<file path="src/source/rx_front_params.svh">
`ifndef RX_FRONT_PARAMS_SVH
`define RX_FRONT_PARAMS_SVH

// one I or Q rail
`define RX_SAMPLE_DW 16

// phase accumulator and CFO increment
`define RX_PHASE_DW 20

// phase MSBs used as table address
`define RX_LUT_AW 8

// cos and sin in Q1.15
`define RX_TRIG_DW 16

// CIC decimator, order and rate
`define RX_CIC_N 3
`define RX_CIC_R 2
`define RX_CIC_GROWTH 3   // N * log2(R * M) with M = 1

`endif
</file>
<file path="src/source/rx_front_pkg.sv">
`include "rx_front_params.svh"

package rx_front_pkg;

    // signed I or Q sample
    typedef logic signed [`RX_SAMPLE_DW-1:0] sample_t;

    // phase or increment, wraps modulo 2^RX_PHASE_DW
    // signed so that increments read as +/- frequency
    typedef logic signed [`RX_PHASE_DW-1:0] phase_t;

    // cosine or sine value, Q1.15
    typedef logic signed [`RX_TRIG_DW-1:0] trig_t;

    // CIC integrator and comb word
    typedef logic signed [`RX_SAMPLE_DW+`RX_CIC_GROWTH-1:0] cic_acc_t;

endpackage

</file>
<file path="src/source/cmplx_mixer.sv">
`timescale 1ns/1ns
`include "rx_front_params.svh"

module cmplx_mixer (
    input  logic                  clk_i,
    input  logic                  reset_ni,

    input  rx_front_pkg::sample_t re_i,
    input  rx_front_pkg::sample_t im_i,
    input  rx_front_pkg::trig_t   cos_i,
    input  rx_front_pkg::trig_t   sin_i,
    input  logic                  valid_i,

    output rx_front_pkg::sample_t re_o,
    output rx_front_pkg::sample_t im_o,
    output logic                  valid_o
);

    localparam int PROD_W = `RX_SAMPLE_DW + `RX_TRIG_DW;
    localparam int SHIFT  = `RX_TRIG_DW - 1;   // back from Q1.15

    typedef logic signed [PROD_W-1:0] prod_t;
    typedef logic signed [PROD_W:0]   sum_t;

    localparam sum_t ROUND   = sum_t'(1 << (SHIFT - 1));
    localparam sum_t SAT_MAX = sum_t'((1 << (`RX_SAMPLE_DW - 1)) - 1);
    localparam sum_t SAT_MIN = -SAT_MAX - sum_t'(1);

    prod_t rc_q;   // re * cos
    prod_t is_q;   // im * sin
    prod_t rs_q;   // re * sin
    prod_t ic_q;   // im * cos
    logic  valid_q;

    // round half up, then clip to the rail width
    function automatic rx_front_pkg::sample_t round_sat(input sum_t acc);
        sum_t shifted;
        shifted = (acc + ROUND) >>> SHIFT;
        if (shifted > SAT_MAX) begin
            return rx_front_pkg::sample_t'(SAT_MAX);
        end else if (shifted < SAT_MIN) begin
            return rx_front_pkg::sample_t'(SAT_MIN);
        end
        return rx_front_pkg::sample_t'(shifted);
    endfunction

    always_ff @(posedge clk_i) begin
        if (!reset_ni) begin
            valid_q <= 1'b0;
            valid_o <= 1'b0;
        end else begin
            valid_q <= valid_i;
            valid_o <= valid_q;
        end
    end

    always_ff @(posedge clk_i) begin
        if (valid_i) begin
            rc_q <= re_i * cos_i;
            is_q <= im_i * sin_i;
            rs_q <= re_i * sin_i;
            ic_q <= im_i * cos_i;
        end
        if (valid_q) begin
            re_o <= round_sat(sum_t'(rc_q) - sum_t'(is_q));
            im_o <= round_sat(sum_t'(rs_q) + sum_t'(ic_q));
        end
    end

    a_mix_latency: assert property (
        @(posedge clk_i) disable iff (!reset_ni)
        ($past(reset_ni) && $past(reset_ni, 2)) |-> (valid_o == $past(valid_i, 2))
    );

endmodule

</file>
<file path="config.mk">
export PLATFORM = sky130hd
export DESIGN_NAME = cmplx_mixer
export DESIGN_NICKNAME = d
export VERILOG_FILES = /design/src/source/rx_front_pkg.sv /design/src/source/cmplx_mixer.sv
export VERILOG_INCLUDE_DIRS = /design/src /design/src/source
export SDC_FILE = /design/constraint.sdc
export NUM_CORES = 2
export LEC_CHECK = 0
export ABC_AREA = 0
export CORE_UTILIZATION = 72
export CTS_CLUSTER_DIAMETER = 40
export DETAILED_ROUTE_END_ITERATION = 6
export DONT_BUFFER_PORTS = 1
export MAX_ROUTING_LAYER = met4
export PLACE_DENSITY = 0.89
export SETUP_SLACK_MARGIN = 0.5
export SLEW_MARGIN = 20
export SYNTH_ARGS = -nofsm -noshare
export SYNTH_HDL_FRONTEND = slang
export SYNTH_SLANG_ARGS = --single-unit
</file>
<file path="constraint.sdc">
create_clock -name clk_i -period 12.3 [get_ports clk_i]
set_input_delay 1.845 -clock clk_i [delete_from_list [all_inputs] [get_ports clk_i]]
set_output_delay 1.845 -clock clk_i [all_outputs]
set_load 0.005 [all_outputs]
</file>
==> results_dict.tcl <==
set metrics [dict create \
    clock-sinks 162 \
    clock_skew_ns 0.0171 \
    worst_setup_path_end_kind "flip-flop" \
    synth_nets 6502 \
    grt_setup_unrepaired "false" \
    cts_tree "built" \
    holdCritPathClass "flip-flop to flip-flop" \
    setup_tns_ns 0 \
    vias_per_cell 5.99 \
    ys_async_sr_fraction 0 \
    arrival_ns 7.94 \
    ys_seq_area_frac 0.102 \
    fin_crit_ns 7.70 \
    hold_violations 0 \
    die_area_um2 66800 \
    fp.dieH_um 259 \
    postRouteAntennaNets 0 \
    violations "design-rule violations" \
    gp_congestion 0.964 \
    worstMarginPinSlew_ns 0.986 \
    yosysTopAreaCell "fa_1" \
    cp_max_fo 32 \
    area_delta_synth_final_pct 2.07 \
    start_util 0.732 \
    worstPathRequired_ns 12.54 \
    synthCells 4937 \
    antenna_found_initial 3 \
    grtUsageTotal 0.381 \
    synth.most_common_cell "inv_1" \
    critical_path_class "input port to flip-flop" \
    layout-drive-gt1-share 0.0122 \
    grt_max_degree 130 \
    drt-total-wl_mm 116 \
    vias 33773 \
    slew_headroom 0.334 \
    port_buffers 0 \
    cts_setup_buffers 0 \
    avgSynthCellArea_um2 9.60 \
    grt_pass1_wl_mm 190 \
    ys_warn_count 0 \
    startpoint_type "input port" \
    cts_root_buf "clkbuf_16" \
    max_stage_delay_ns 0.91 \
    htree_levels 4 \
    fin_crit_sh 0.626 \
    fmax_mhz 130 \
    cts-buffers-inserted 17 \
    synth.distinct_cells 68 \
    clkTransAtPathRegs_ns 0.08 \
    cts_hold_buf 0 \
    max_cap_violations 0 \
    synth_top_flop_cell "edfxtp_1" \
    yosys-top-cells-area "fa_1, ha_1, edfxtp_1" \
    rows 93 \
    avgRoutedWirePerCell_um 20.5 \
    synthesis.area_um2 47400 \
    ctsResizeCount 0 \
    crit_chain "nand2_1 > inv_1 > fa_1 > fa_1 > fa_1 > fa_1 > fa_1 > inv_1 > fa_1 > inv_1 > ha_1 > nand4_1 > nor3_1 > inv_1 > a211oi_1 > o211ai_1 > a31oi_1 > o21a_1 > nor2_1 > xnor2_1" \
    grt_pass1_vias 37781 \
    netlist.area_leader.share 0.443 \
    core_area_um2 64700 \
    place_hpwl_mm 88.9 \
    drc 5 \
    outcome "finished, violations left" \
    io_pins 100 \
    cts_buffer_depth 2 \
    synth_edf_count 160 \
    finalMaxSlewViolations 0 \
    die_w_um 259 \
    synth-seq-cells 162 \
    layout.nets 6326 \
    netlist_top_cells_count "inv_1, fa_1, nand2_1" \
    drtIter0Drc 2857 \
    setup_viol 0 \
    first_pass_iters 7 \
    path_common_cell "fa_1" \
    grt.overflow.total 0 \
    clock_latency_ns 0.50 \
    critPathSlowestCell "fa_1" \
]
## logic make-up (layout without fill, tap and decap cells)
logic type / Yosys count / in the layout / synth area share
AOI/OAI and AO/OA: 407 / 407 / 0.0572
DFF: 162 / 162 / 0.102
buffers and inverters: 1407 / 1243 / 0.112
adders and majority gates: 1498 / 1498 / 0.562
and+or+nand+nor: 1289 / 1289 / 0.135
xor gates and xnor gates: 174 / 174 / 0.0323
other: 0 / 6 / 0
## worst paths after layout
check / slack, ns / depth (start not counted) / startpoint / end
max: 4.60 / 20 / sin_i[1] / is_q[31]
min: 0.84 / 2 / is_q[31] / re_o[15]
max reg2reg: 8.25 / 12 / is_q[9] / re_o[9]
min reg2reg: 0.84 / 2 / is_q[31] / re_o[15]
## state kept, by name (all words and copies together), names as in the netlist
signal	count
ic_q	32
im_o	16
is_q	32
rc_q	32
re_o	16
rs_q	32
valid_o	1
valid_q	1
## layout make-up
type | instances | area (um^2)
multi-input cells | 3368 | 37200
diodes | 6 | 15.0
repair buffers | 4 | 30.0
clock buffers | 17 | 425
clock inverters | 14 | 191
fillers | 4239 | 16300
inverters | 1208 | 4530
well taps | 855 | 1070
flip-flops and latches | 162 | 4850
## metal layers
layer / share of wire / vias to the layer above / wire length (um) / GRT usage
met3: 0.094 / 494 / 10800 / 0.0721
li1: - / 14385 / - / -
met5: 0 / - / 0 / -
met1: 0.36 / 17111 / 41100 / 0.458
met4: 0.059 / 0 / 6870 / 0.204
met2: 0.49 / 1783 / 56700 / 0.612
## per-stage QoR
| stage | utilization | cells | setup WS [ns] | hold WS [ns] | area [um^2] |
|---|---|---|---|---|---|
| 5_1_grt | 0.747 | 5630 | 4.36 | 0.866 | 48300 |
| 6_report | 0.747 | 5634 | 4.60 | 0.843 | 48400 |
| 3_3_place_gp | 0.738 | 5597 | 4.28 | 0.813 | 47700 |
| 4_1_cts | 0.747 | 5628 | 4.63 | 0.833 | 48300 |
| 2_1_floorplan | - | 4937 | 4.50 | 0.763 | 47400 |
| 3_5_place_dp | 0.738 | 5597 | 4.13 | 0.815 | 47700 |
## cells in the final DEF, fill, tap and decap left out, types with 4 or more instances in the layout
| cell | instances |
|---|---|
| xnor2_1 | 127 |
| o21bai_1 | 24 |
| nand4_1 | 6 |
| nor2b_1 | 10 |
| o2111ai_1 | 6 |
| o21a_1 | 21 |
| a21oi_1 | 115 |
| a211oi_1 | 16 |
| and4_1 | 6 |
| a21o_2 | 4 |
| diode_2 | 6 |
| a31oi_1 | 7 |
| nor2_1 | 115 |
| and2_1 | 505 |
| buf_4 | 4 |
| nand3_1 | 31 |
| nor3_1 | 21 |
| a31o_2 | 5 |
| a21o_1 | 91 |
| a2111oi_0 | 4 |
| a311oi_1 | 4 |
| o31ai_1 | 5 |
| o21ai_0 | 61 |
| nor4_1 | 5 |
| clkbuf_16 | 17 |
| ha_1 | 450 |
| nand2b_1 | 24 |
| edfxtp_1 | 160 |
| fa_1 | 1048 |
| a211o_1 | 4 |
| and3_1 | 7 |
| o211ai_1 | 12 |
| inv_1 | 1208 |
| inv_6 | 5 |
| nand2_1 | 545 |
| xor2_1 | 46 |
## worst max-delay path, delay by kind of cell
family | cells | cell delay [ns]
AO/OA/AOI/OAI | 4 | 1.14
XOR/XNOR | 1 | 0.13
adder cells (fa/ha/maj) | 7 | 3.99
buffers and inverters | 4 | 0.28
AND/OR/NAND/NOR | 4 | 0.53
Power is not shown: default switching activity piles up to over one toggle a cycle in this logic, so the estimate is an artifact.
