$ cat src/source/rx_front_params.svh
`ifndef RX_FRONT_PARAMS_SVH
`define RX_FRONT_PARAMS_SVH

// one I or Q rail
`define RX_SAMPLE_DW 16

// phase accumulator and CFO increment
`define RX_PHASE_DW 20

// phase MSBs used as table address
`define RX_LUT_AW 8

// cos and sin in Q1.15
`define RX_TRIG_DW 16

// CIC decimator, order and rate
`define RX_CIC_N 3
`define RX_CIC_R 2
`define RX_CIC_GROWTH 3   // N * log2(R * M) with M = 1

`endif
$ cat src/source/rx_front_pkg.sv
`include "rx_front_params.svh"

package rx_front_pkg;

    // signed I or Q sample
    typedef logic signed [`RX_SAMPLE_DW-1:0] sample_t;

    // phase or increment, wraps modulo 2^RX_PHASE_DW
    // signed so that increments read as +/- frequency
    typedef logic signed [`RX_PHASE_DW-1:0] phase_t;

    // cosine or sine value, Q1.15
    typedef logic signed [`RX_TRIG_DW-1:0] trig_t;

    // CIC integrator and comb word
    typedef logic signed [`RX_SAMPLE_DW+`RX_CIC_GROWTH-1:0] cic_acc_t;

endpackage

$ cat src/source/cic_decim.sv
`timescale 1ns/1ns
`include "rx_front_params.svh"

module cic_decim (
    input  logic                  clk_i,
    input  logic                  reset_ni,

    input  rx_front_pkg::sample_t data_i,
    input  logic                  valid_i,

    output rx_front_pkg::sample_t data_o,
    output logic                  valid_o
);

    localparam int N    = `RX_CIC_N;
    localparam int R    = `RX_CIC_R;
    localparam int PH_W = (R > 1) ? $clog2(R) : 1;

    logic [PH_W-1:0] phase_q;   // position inside the decimation period
    logic            keep;

    // integrators run on every strobe, combs only on kept samples
    assign keep = valid_i && (phase_q == PH_W'(R - 1));

    for (genvar g = 0; g < N; g++) begin : g_stage
        rx_front_pkg::cic_acc_t int_q;
        rx_front_pkg::cic_acc_t int_d;
        rx_front_pkg::cic_acc_t comb_in;
        rx_front_pkg::cic_acc_t comb_d;
        rx_front_pkg::cic_acc_t dly_q;   // differential delay of one

        if (g == 0) begin : g_first
            assign int_d   = int_q + rx_front_pkg::cic_acc_t'(data_i);
            assign comb_in = g_stage[N-1].int_d;   // last integrator, this sample included
        end else begin : g_next
            assign int_d   = int_q + g_stage[g-1].int_d;
            assign comb_in = g_stage[g-1].comb_d;
        end

        assign comb_d = comb_in - dly_q;   // wraps, growth is covered

        always_ff @(posedge clk_i) begin
            if (!reset_ni) begin
                int_q <= '0;
                dly_q <= '0;
            end else begin
                if (valid_i) begin
                    int_q <= int_d;
                end
                if (keep) begin
                    dly_q <= comb_in;
                end
            end
        end
    end

    always_ff @(posedge clk_i) begin
        if (!reset_ni) begin
            phase_q <= '0;
            valid_o <= 1'b0;
        end else begin
            if (valid_i) begin
                phase_q <= keep ? '0 : phase_q + 1'b1;
            end
            valid_o <= keep;
        end
    end

    // drop the gain of R^N
    always_ff @(posedge clk_i) begin
        if (keep) begin
            data_o <= rx_front_pkg::sample_t'(g_stage[N-1].comb_d >>> `RX_CIC_GROWTH);
        end
    end

    // decimated output never strobes twice in a row
    a_cic_spacing: assert property (
        @(posedge clk_i) disable iff (!reset_ni)
        valid_o |=> !valid_o
    );

endmodule

$ cat config.mk
export PLATFORM = sky130hd
export DESIGN_NAME = cic_decim
export DESIGN_NICKNAME = d
export VERILOG_FILES = /design/src/source/rx_front_pkg.sv /design/src/source/cic_decim.sv
export VERILOG_INCLUDE_DIRS = /design/src /design/src/source
export SDC_FILE = /design/constraint.sdc
export NUM_CORES = 1
export LEC_CHECK = 0
export ABC_AREA = 1
export BUFFER_PORTS_ARGS = -buffer_cell sky130_fd_sc_hd__buf_2
export CORE_ASPECT_RATIO = 1.5
export CORE_MARGIN = 1
export CORE_UTILIZATION = 42
export CTS_CLUSTER_DIAMETER = 50
export DETAILED_ROUTE_END_ITERATION = 7
export REMOVE_ABC_BUFFERS = 1
export SKIP_LAST_GASP = 1
export SLEW_MARGIN = 5
export SYNTH_ARGS = -nofsm -noshare
export SYNTH_HDL_FRONTEND = slang
export SYNTH_SLANG_ARGS = --single-unit
$ cat constraint.sdc
create_clock -name clk_i -period 10.4 [get_ports clk_i]
set_input_delay 0.52 -clock clk_i [delete_from_list [all_inputs] [get_ports clk_i]]
set_output_delay 0.52 -clock clk_i [all_outputs]
set_load 0.01 [all_outputs]
==> results of run 1 <==
## metal layers
metal	up-vias	track usage	share of wire
met2	96	0.395	0.55
met1	3757	0.198	0.40
li1	4385	-	-
met3	52	0.0292	0.017
met4	0	0.0994	0.035
met5	-	0	0
## final cells by class
| cell class | count | share of cell area |
|---|---|---|
| Clock buffer | 22 | 0.0459 |
| Clock inverter | 9 | 0.0118 |
| Inverter | 217 | 0.0769 |
| Multi-Input combinational cell | 921 | 0.548 |
| Sequential cell | 132 | 0.265 |
| Tap cell | 276 | 0.0326 |
| Timing Repair Buffer | 40 | 0.0201 |
## critical path: cells and delay by family (launching register included)
kind / cells / cell delay [ns]
flip-flops: 1 / 0.33
XOR/XNOR: 6 / 1.22
AO/OA/AOI/OAI: 13 / 2.33
adder cells (fa/ha/maj): 7 / 2.29
buffers and inverters: 4 / 0.43
AND/OR/NAND/NOR: 14 / 2.12
## synth_stat cells (2+ instances only)
cell type	number
sky130_fd_sc_hd__a211oi_1	2
sky130_fd_sc_hd__a21o_1	10
sky130_fd_sc_hd__a21oi_1	106
sky130_fd_sc_hd__a21oi_2	4
sky130_fd_sc_hd__a31oi_1	16
sky130_fd_sc_hd__buf_1	3
sky130_fd_sc_hd__clkbuf_1	24
sky130_fd_sc_hd__clkinv_1	2
sky130_fd_sc_hd__dfxtp_1	116
sky130_fd_sc_hd__edfxtp_1	16
sky130_fd_sc_hd__fa_1	5
sky130_fd_sc_hd__ha_1	107
sky130_fd_sc_hd__inv_1	212
sky130_fd_sc_hd__inv_2	3
sky130_fd_sc_hd__nand2_1	214
sky130_fd_sc_hd__nand2_2	7
sky130_fd_sc_hd__nand2_4	2
sky130_fd_sc_hd__nand3_1	51
sky130_fd_sc_hd__nand3_2	7
sky130_fd_sc_hd__nand3b_1	2
sky130_fd_sc_hd__nand4_1	5
sky130_fd_sc_hd__nor2_1	91
sky130_fd_sc_hd__nor2_4	2
sky130_fd_sc_hd__nor3_1	10
sky130_fd_sc_hd__nor3_2	2
sky130_fd_sc_hd__nor3b_1	3
sky130_fd_sc_hd__o211ai_1	22
sky130_fd_sc_hd__o21ai_0	110
sky130_fd_sc_hd__o21ai_1	4
sky130_fd_sc_hd__o21ai_2	2
sky130_fd_sc_hd__o21bai_1	4
sky130_fd_sc_hd__o22ai_1	23
sky130_fd_sc_hd__o311ai_0	2
sky130_fd_sc_hd__o31ai_1	7
sky130_fd_sc_hd__xnor2_1	23
sky130_fd_sc_hd__xor2_1	64
## worst max-delay path by stage
stage | endpoint | slack [ns] | cells after the start | from
4_1_cts | data_o[15] | 1.42 | 44 | g_stage[0].int_q[0]
3_3_place_gp | data_o[15] | 1.08 | 45 | data_i[0]
2_1_floorplan | data_o[15] | 2.81 | 44 | data_i[0]
6_report | data_o[15] | 1.43 | 44 | g_stage[0].int_q[0]
5_1_grt | data_o[15] | 0.56 | 44 | g_stage[0].int_q[0]
3_5_place_dp | data_o[15] | 1.19 | 45 | data_i[0]
## state kept, by name, summed over array words and instances (netlist names)
name,cells
valid_o,1
data_o,16
phase_q,1
g_stage.dly_q,57
g_stage.int_q,57
## kinds of logic (layout without fill, tap and decap cells)
group | count (synthesis) | after routing | share of synthesized area
simple gates | 403 | 403 | 0.185
compound gates | 319 | 319 | 0.193
buf+inv | 245 | 288 | 0.0967
flops | 132 | 132 | 0.294
fa+ha+maj | 112 | 112 | 0.151
xor+xnor | 87 | 87 | 0.0800
## stage by stage
step | hold slack (ns) | util | std cells
after floorplan | 0.426 | - | 1270
after global placement | 0.440 | 0.447 | 1586
after detailed placement | 0.442 | 0.447 | 1586
after CTS | 0.366 | 0.475 | 1617
after global routing | 0.377 | 0.475 | 1617
final | 0.384 | 0.475 | 1617
==> flow_results.org, run 1 <==
** Timing
- Setup violations remaining at the end of the flow were counted as 0.
- Final hold vios :: 0
- Summed negative setup slack over all endpoints :: 0 ns
- The worst path in the final design needs a cycle of roughly 9 ns, including I/O delays and setup.
- The number of max-slew violations in the final report was 0.
- Transition at the pin with the smallest max-transition slack :: 1.18 ns
- Worst slew margin relative to its limit :: 0.203
- In the finished design, the share of the clock period the worst path needs comes to 0.863.
- Max Fclk :: 0.111 GHz
- Setup clock skew after layout :: 0.00758 ns
- Setup ws final :: around 1.4 ns
- Setup repair after global routing left no endpoint under its margin.

** Layout
- Relative to the synthesized area, the layout overhead comes to 11.2%.
- Summing all flip-flop and latch instances after layout gives between 2000 and 3000 um^2.
- Number of filler instances in the final layout :: 2281
- The multi-input combinational cells in the finished layout cover a total of 5800 um^2.
- Finished layout cell area :: 10600 um^2
- The net count of the finished layout is around 1500.
- Of the cells placed in the final design, the portion with a size suffix greater than 1 is 0.0790.
- Commonest non-fill, non-tap cells in the layout :: sky130_fd_sc_hd__nand2_1, sky130_fd_sc_hd__inv_1, sky130_fd_sc_hd__dfxtp_1
- Count of antenna diodes in the layout :: 0
- The library cell used most frequently in the layout, excluding fill and tap cells, is sky130_fd_sc_hd__nand2_1.

** GRT
- Largest net degree at the start of global routing :: just over 80
- Across every metal layer, demand over resource in global routing totals 0.199.
- Initial antenna violation count :: 0
- Wire length of the first global-routing pass :: 37.4 mm
- Remaining Overflow, GRT :: 0
- Via count of the first global-routing pass :: 8184

** Synthesis
- In this run the cell area of the synthesized design comes to between 9000 and 10000 um^2.
- Synthesis instantiated 51 different standard cells from the library.
- After synthesis the netlist holds a flip-flop and latch count of 132.
- Post-synth EDFFs :: 16
- Area leader, netlist :: sky130_fd_sc_hd__dfxtp_1
- The share of the Yosys chip area taken by registers is 0.294.
- A synthesized cell averages 7.34 um^2.
- Count of synthesis-stage warnings from yosys :: 0
- Among all flip-flop cells after synthesis, the most frequent one is sky130_fd_sc_hd__dfxtp_1.
- In the synthesized netlist the async set-or-reset flop fraction comes to 0.
- Post-Syn Instances :: 1298
- After synthesis, the cell types taking the most area are sky130_fd_sc_hd__dfxtp_1, sky130_fd_sc_hd__ha_1, sky130_fd_sc_hd__nand2_1, sky130_fd_sc_hd__inv_1, sky130_fd_sc_hd__xor2_1.
- Of the post-synthesis cell area, the dominant cell type holds 0.244.

** Clock network
- CTS Hold Bufs :: 0
- In this run the clock root is driven by a sky130_fd_sc_hd__clkbuf_16.
- CTS tree :: yes
- The longest clock path from root to sink contains 2 buffers.
- The H-tree generated during clock tree synthesis spans 4 levels.
- Clock tree synthesis found a total of 132 sinks.
- Post-CTS repair changed the size of 0 cells.
- TritonCTS created 17 clock buffers.
- CTS clk-pin slew, worst paths :: 0.06 ns
- At the later pin of the worst-skew pair, clock insertion delay measures approximately 0.43 ns.
- After clock tree synthesis, the setup repair step added 0 buffers.

** Setup path
- In this run the critical register-to-register path is launched from g_stage[0].int_q[0].
- Type of element capturing the critical path :: register
- Worst Setup Start Kind :: register
- Category of the most critical setup path :: reg -> reg
- Path depth of the worst reg2reg path :: between 40 and 50
- Flop2flop setup slack :: 1.43 ns
- Of all nets on the critical path, the largest fanout is 5.
- Critical path arrival :: 9.15 ns
- Worst Path Required :: roughly 11 ns
- Among all stages on the critical path, the largest delay is contributed by sky130_fd_sc_hd__ha_1.
- On the worst path, the slowest cell contributes a delay of 0.37 ns.
- R2r endpoint :: data_o[15]

** Detailed routing
- DRC viols :: 2
- Dividing the detail-routed wire length by the instance count gives ~14 um.
- Dividing the detail-routed via count by the number of cells gives approximately 5.1.
- The first detailed-routing pass took 8 iterations.
- Routed vias :: ~8300
- Post-DRT Antenna Nets :: 0
- Summed over all layers, the routed wires come to 21.9 mm.
- For this block, the initial DRC count from the detailed router was approximately 310.

** Hold path
- Worst hold start :: valid_i
- The min-delay analysis places its worst path in the category in -> reg.
- The path with the worst hold slack has its endpoint at g_stage[2].int_q[15].
- Along the worst hold path, the cell count comes to 2.

** Placed design
- HPWL reported at the end of detailed placement :: 16.7 mm
- Dpl cell area :: 9980 um^2
- At the end of routability-driven placement, the weighted congestion stood at 0.878.
- OpenSTA, run right after detailed placement, puts the worst setup slack at 1.19 ns.
- During placement, the flow inserted port buffers numbering 35.

** Flow run
- Maximum capacitance violations :: 0

** Status
- The run finished, with violations left.
- Violations in the final reports :: DRC

** Die
- Count of standard-cell rows :: 67
- In this run the vertical extent of the chip is 186 um.
- The core region is 22300 um^2.
- The initial utilization of the core area, before any placement, comes to 0.427.
- Die width :: 125 um
- The die covers 23300 um^2.
- 36 I/O pins were placed.
Power of run 1 is not shown: default switching activity piles up to over one toggle a cycle in this logic, so the estimate is an artifact.
==> inputs of run 2 (changes only) <==
- clock period: 10.4 -> 10.6 ns (I/O delays scaled with it)
==> run 2 against run 1 <==
Critical path depth did not move. Sequential share of layout area barely moved. First-iteration DRC count rose by 30%. Die area did not move. Clock skew rose by 0.00072 ns. Setup slack improved by 0.11 ns. The flow still finishes with violations (DRC). Count of clock-buffer cells in the layout rose by 1. Sequential cell count did not move.
==> flow_results.org, run 2 (synthesis gave the netlist of run 1 again) <==
** Status
- Result of the run :: complete, but fails checks
- Violations in the final reports :: DRC

** Setup path
- The worst setup path is captured at a register.
- Worst Setup Start Kind :: register
- Critical path arrival :: 9.24 ns (+0.09 ns)
- Slowest cell delay on critical path :: 0.37 ns (about the same)
- The required time reported for the critical path endpoint is 10.78 ns (+0.20 ns).
- On the critical path, the stage with the largest delay is an instance of sky130_fd_sc_hd__ha_1.
- The depth of the worst register-to-register path is 44 (unchanged).
- CP top delay family :: compound AO/OA/AOI/OAI gates
- Number of buffer and inverter stages on the critical path :: 4 (unchanged)
- R2r endpoint :: data_o[15]
- Flop2flop setup slack :: 1.54 ns (+0.11 ns)
- The critical path in this run is classified as reg -> reg.
- In this run the critical register-to-register path is launched from g_stage[0].int_q[0].
- The highest fanout seen on the critical path came to 5 (unchanged).

** GRT
- GRT Overall Usage :: 0.199 (about the same)
- Largest net degree at the start of global routing :: 81 (unchanged)
- Remaining Overflow, GRT :: 0 (unchanged)
- Initial antenna violation count :: 0 (unchanged)
- The first-pass GRT wire length is 37.4 mm (about the same).
- The via count of the first global-routing pass was 8240 (+0.68%).

** Clock network
- The number of clock buffers inserted by TritonCTS came to 17 (unchanged).
- The clock sink total is 132 (unchanged).
- Worst skew pair latency :: 0.43 ns (about the same)
- Buffer cell driving the clock tree root :: sky130_fd_sc_hd__clkbuf_16
- The post-cts hold buffer count came to 0 (unchanged).
- Post-CTS Setup Bufs :: 0 (unchanged)
- H-tree depth :: 4 (unchanged)
- The clock tree buffer depth came to 2 (unchanged).
- CTS clk-pin slew, worst paths :: 0.06 ns (about the same)
- The post-CTS resize count is 0 (unchanged).
- TritonCTS built the clock tree.

** Layout
- Commonest non-fill, non-tap cell in the layout :: sky130_fd_sc_hd__nand2_1
- The largest registers in the layout are g_stage.dly_q: 57 flops, g_stage.int_q: 57 flops, data_o: 16 flops.
- Number of filler instances in the final layout :: 2286 (+0.22%)
- Total Nets Final :: 1460 (unchanged)
- Count of antenna diodes in the layout :: 0 (unchanged)
- Signed area change from the synthesized netlist to the final layout :: 11.4%
- The share of layout cells above drive strength 1 was 0.0798 (+0.000746).
- Leaving out fill and tap cells, the most frequent cells in the layout are sky130_fd_sc_hd__nand2_1, sky130_fd_sc_hd__inv_1, sky130_fd_sc_hd__dfxtp_1.

** Placed design
- The total of buffers placed on input and output ports came to 35 (unchanged).
- The placer congestion estimate was 0.879 (+0.14%).
- The placed wire-length estimate was 16.7 mm (+0.42%).

** Detailed routing
- Via/cell ratio :: 5.11 (-0.41%)
- The DRC violation total after the first TritonRoute iteration is 408 (+30%).
- Avg WL per Cell :: 13.6 um (+0.58%)
- The via total after detailed routing is 8256 (-0.41%).
- Post-DRT Antenna Nets :: 0 (unchanged)
- The remaining routing DRC violations was 2 (unchanged).
- The number of search-and-repair iterations in the first detailed-routing pass is 6 (-2).
- Final Routed Wirelength :: 22.0 mm (+0.58%)

** Flow run
- Maximum capacitance violations :: 0 (unchanged)

** Die
- Count of standard-cell rows :: 67 (unchanged)
- Area of the die :: 23300 um^2 (unchanged)
- The I/O pin total is 36 (unchanged).
- The width of the die came to 125 um (unchanged).
- Initial core utilization :: 0.427 (unchanged)
- Core box area :: 22300 um^2 (unchanged)
- Die Height :: 186 um (unchanged)

** Timing
- Final setup violating endpoints :: 0 (unchanged)
- Setup repair after global routing left no endpoint under its margin.
- The remaining max-slew budget at the tightest pin is 0.232 (+0.0292).
- Transition at the pin with the smallest max-transition slack :: 1.14 ns (-0.0432 ns)
- Summed negative setup slack over all endpoints :: 0 ns (unchanged)
- The number of hold violations in the final report came to 0 (unchanged).
- Max Fclk :: 0.110 GHz (-0.97%)
- Final critical path time including I/O delays and setup :: 9.06 ns (+0.0876 ns)
- Setup clock skew after layout :: 0.00830 ns (+0.000721 ns)
- The final cycle utilization of the critical path came to 0.854 (-0.00801).
- The number of max-slew violations in the final report was 0 (unchanged).

** Hold path
- The tightest min-delay check is of the in -> reg type.
- The cell depth of the worst min-delay path is 2 (unchanged).
- Worst hold path endpoint :: g_stage[2].int_q[15]
- The worst hold path begins at valid_i.
run 2: worst max path at each step:
| stage | startpoint | to | cells past startpoint |
|---|---|---|---|
| finish | g_stage[0].int_q[0] | data_o[15] | 44 |
| CTS | g_stage[0].int_q[0] | data_o[15] | 44 |
| global route | g_stage[0].int_q[0] | data_o[15] | 44 |
| detailed placement | data_i[0] | data_o[15] | 45 |
| floorplan | data_i[0] | data_o[15] | 44 |
| global placement | data_i[0] | data_o[15] | 45 |
run 2: final cells by class:
type                       count  area, um^2  area share
tap                          276         345      0.0326
clock inverter                 8         120      0.0113
inverter                     217         815      0.0768
timing repair buffer          40         213      0.0201
multi-input combinational    921        5800       0.547
sequential                   132        2800       0.264
clock buffer                  23         509      0.0480
run 2: stage by stage:
step | instances | utilization | setup WS [ns] | hold WS (ns) | area [um^2]
final | 1617 | 0.476 | 1.54 | 0.407 | 10600
after global routing | 1617 | 0.476 | 0.744 | 0.398 | 10600
after CTS | 1617 | 0.476 | 1.57 | 0.388 | 10600
after detailed placement | 1586 | 0.447 | 1.37 | 0.444 | 9980
after global placement | 1586 | 0.447 | 1.27 | 0.441 | 9980
after floorplan | 1270 | - | 3.00 | 0.426 | 9420
run 2: metal layers:
layer,up-vias,share of wire,track usage
met3,43,0.019,0.0321
met5,-,0,0
met4,0,0.040,0.106
li1,4380,-,-
met1,3724,0.40,0.197
met2,109,0.54,0.392
Power of run 2 is left out for the same reason.
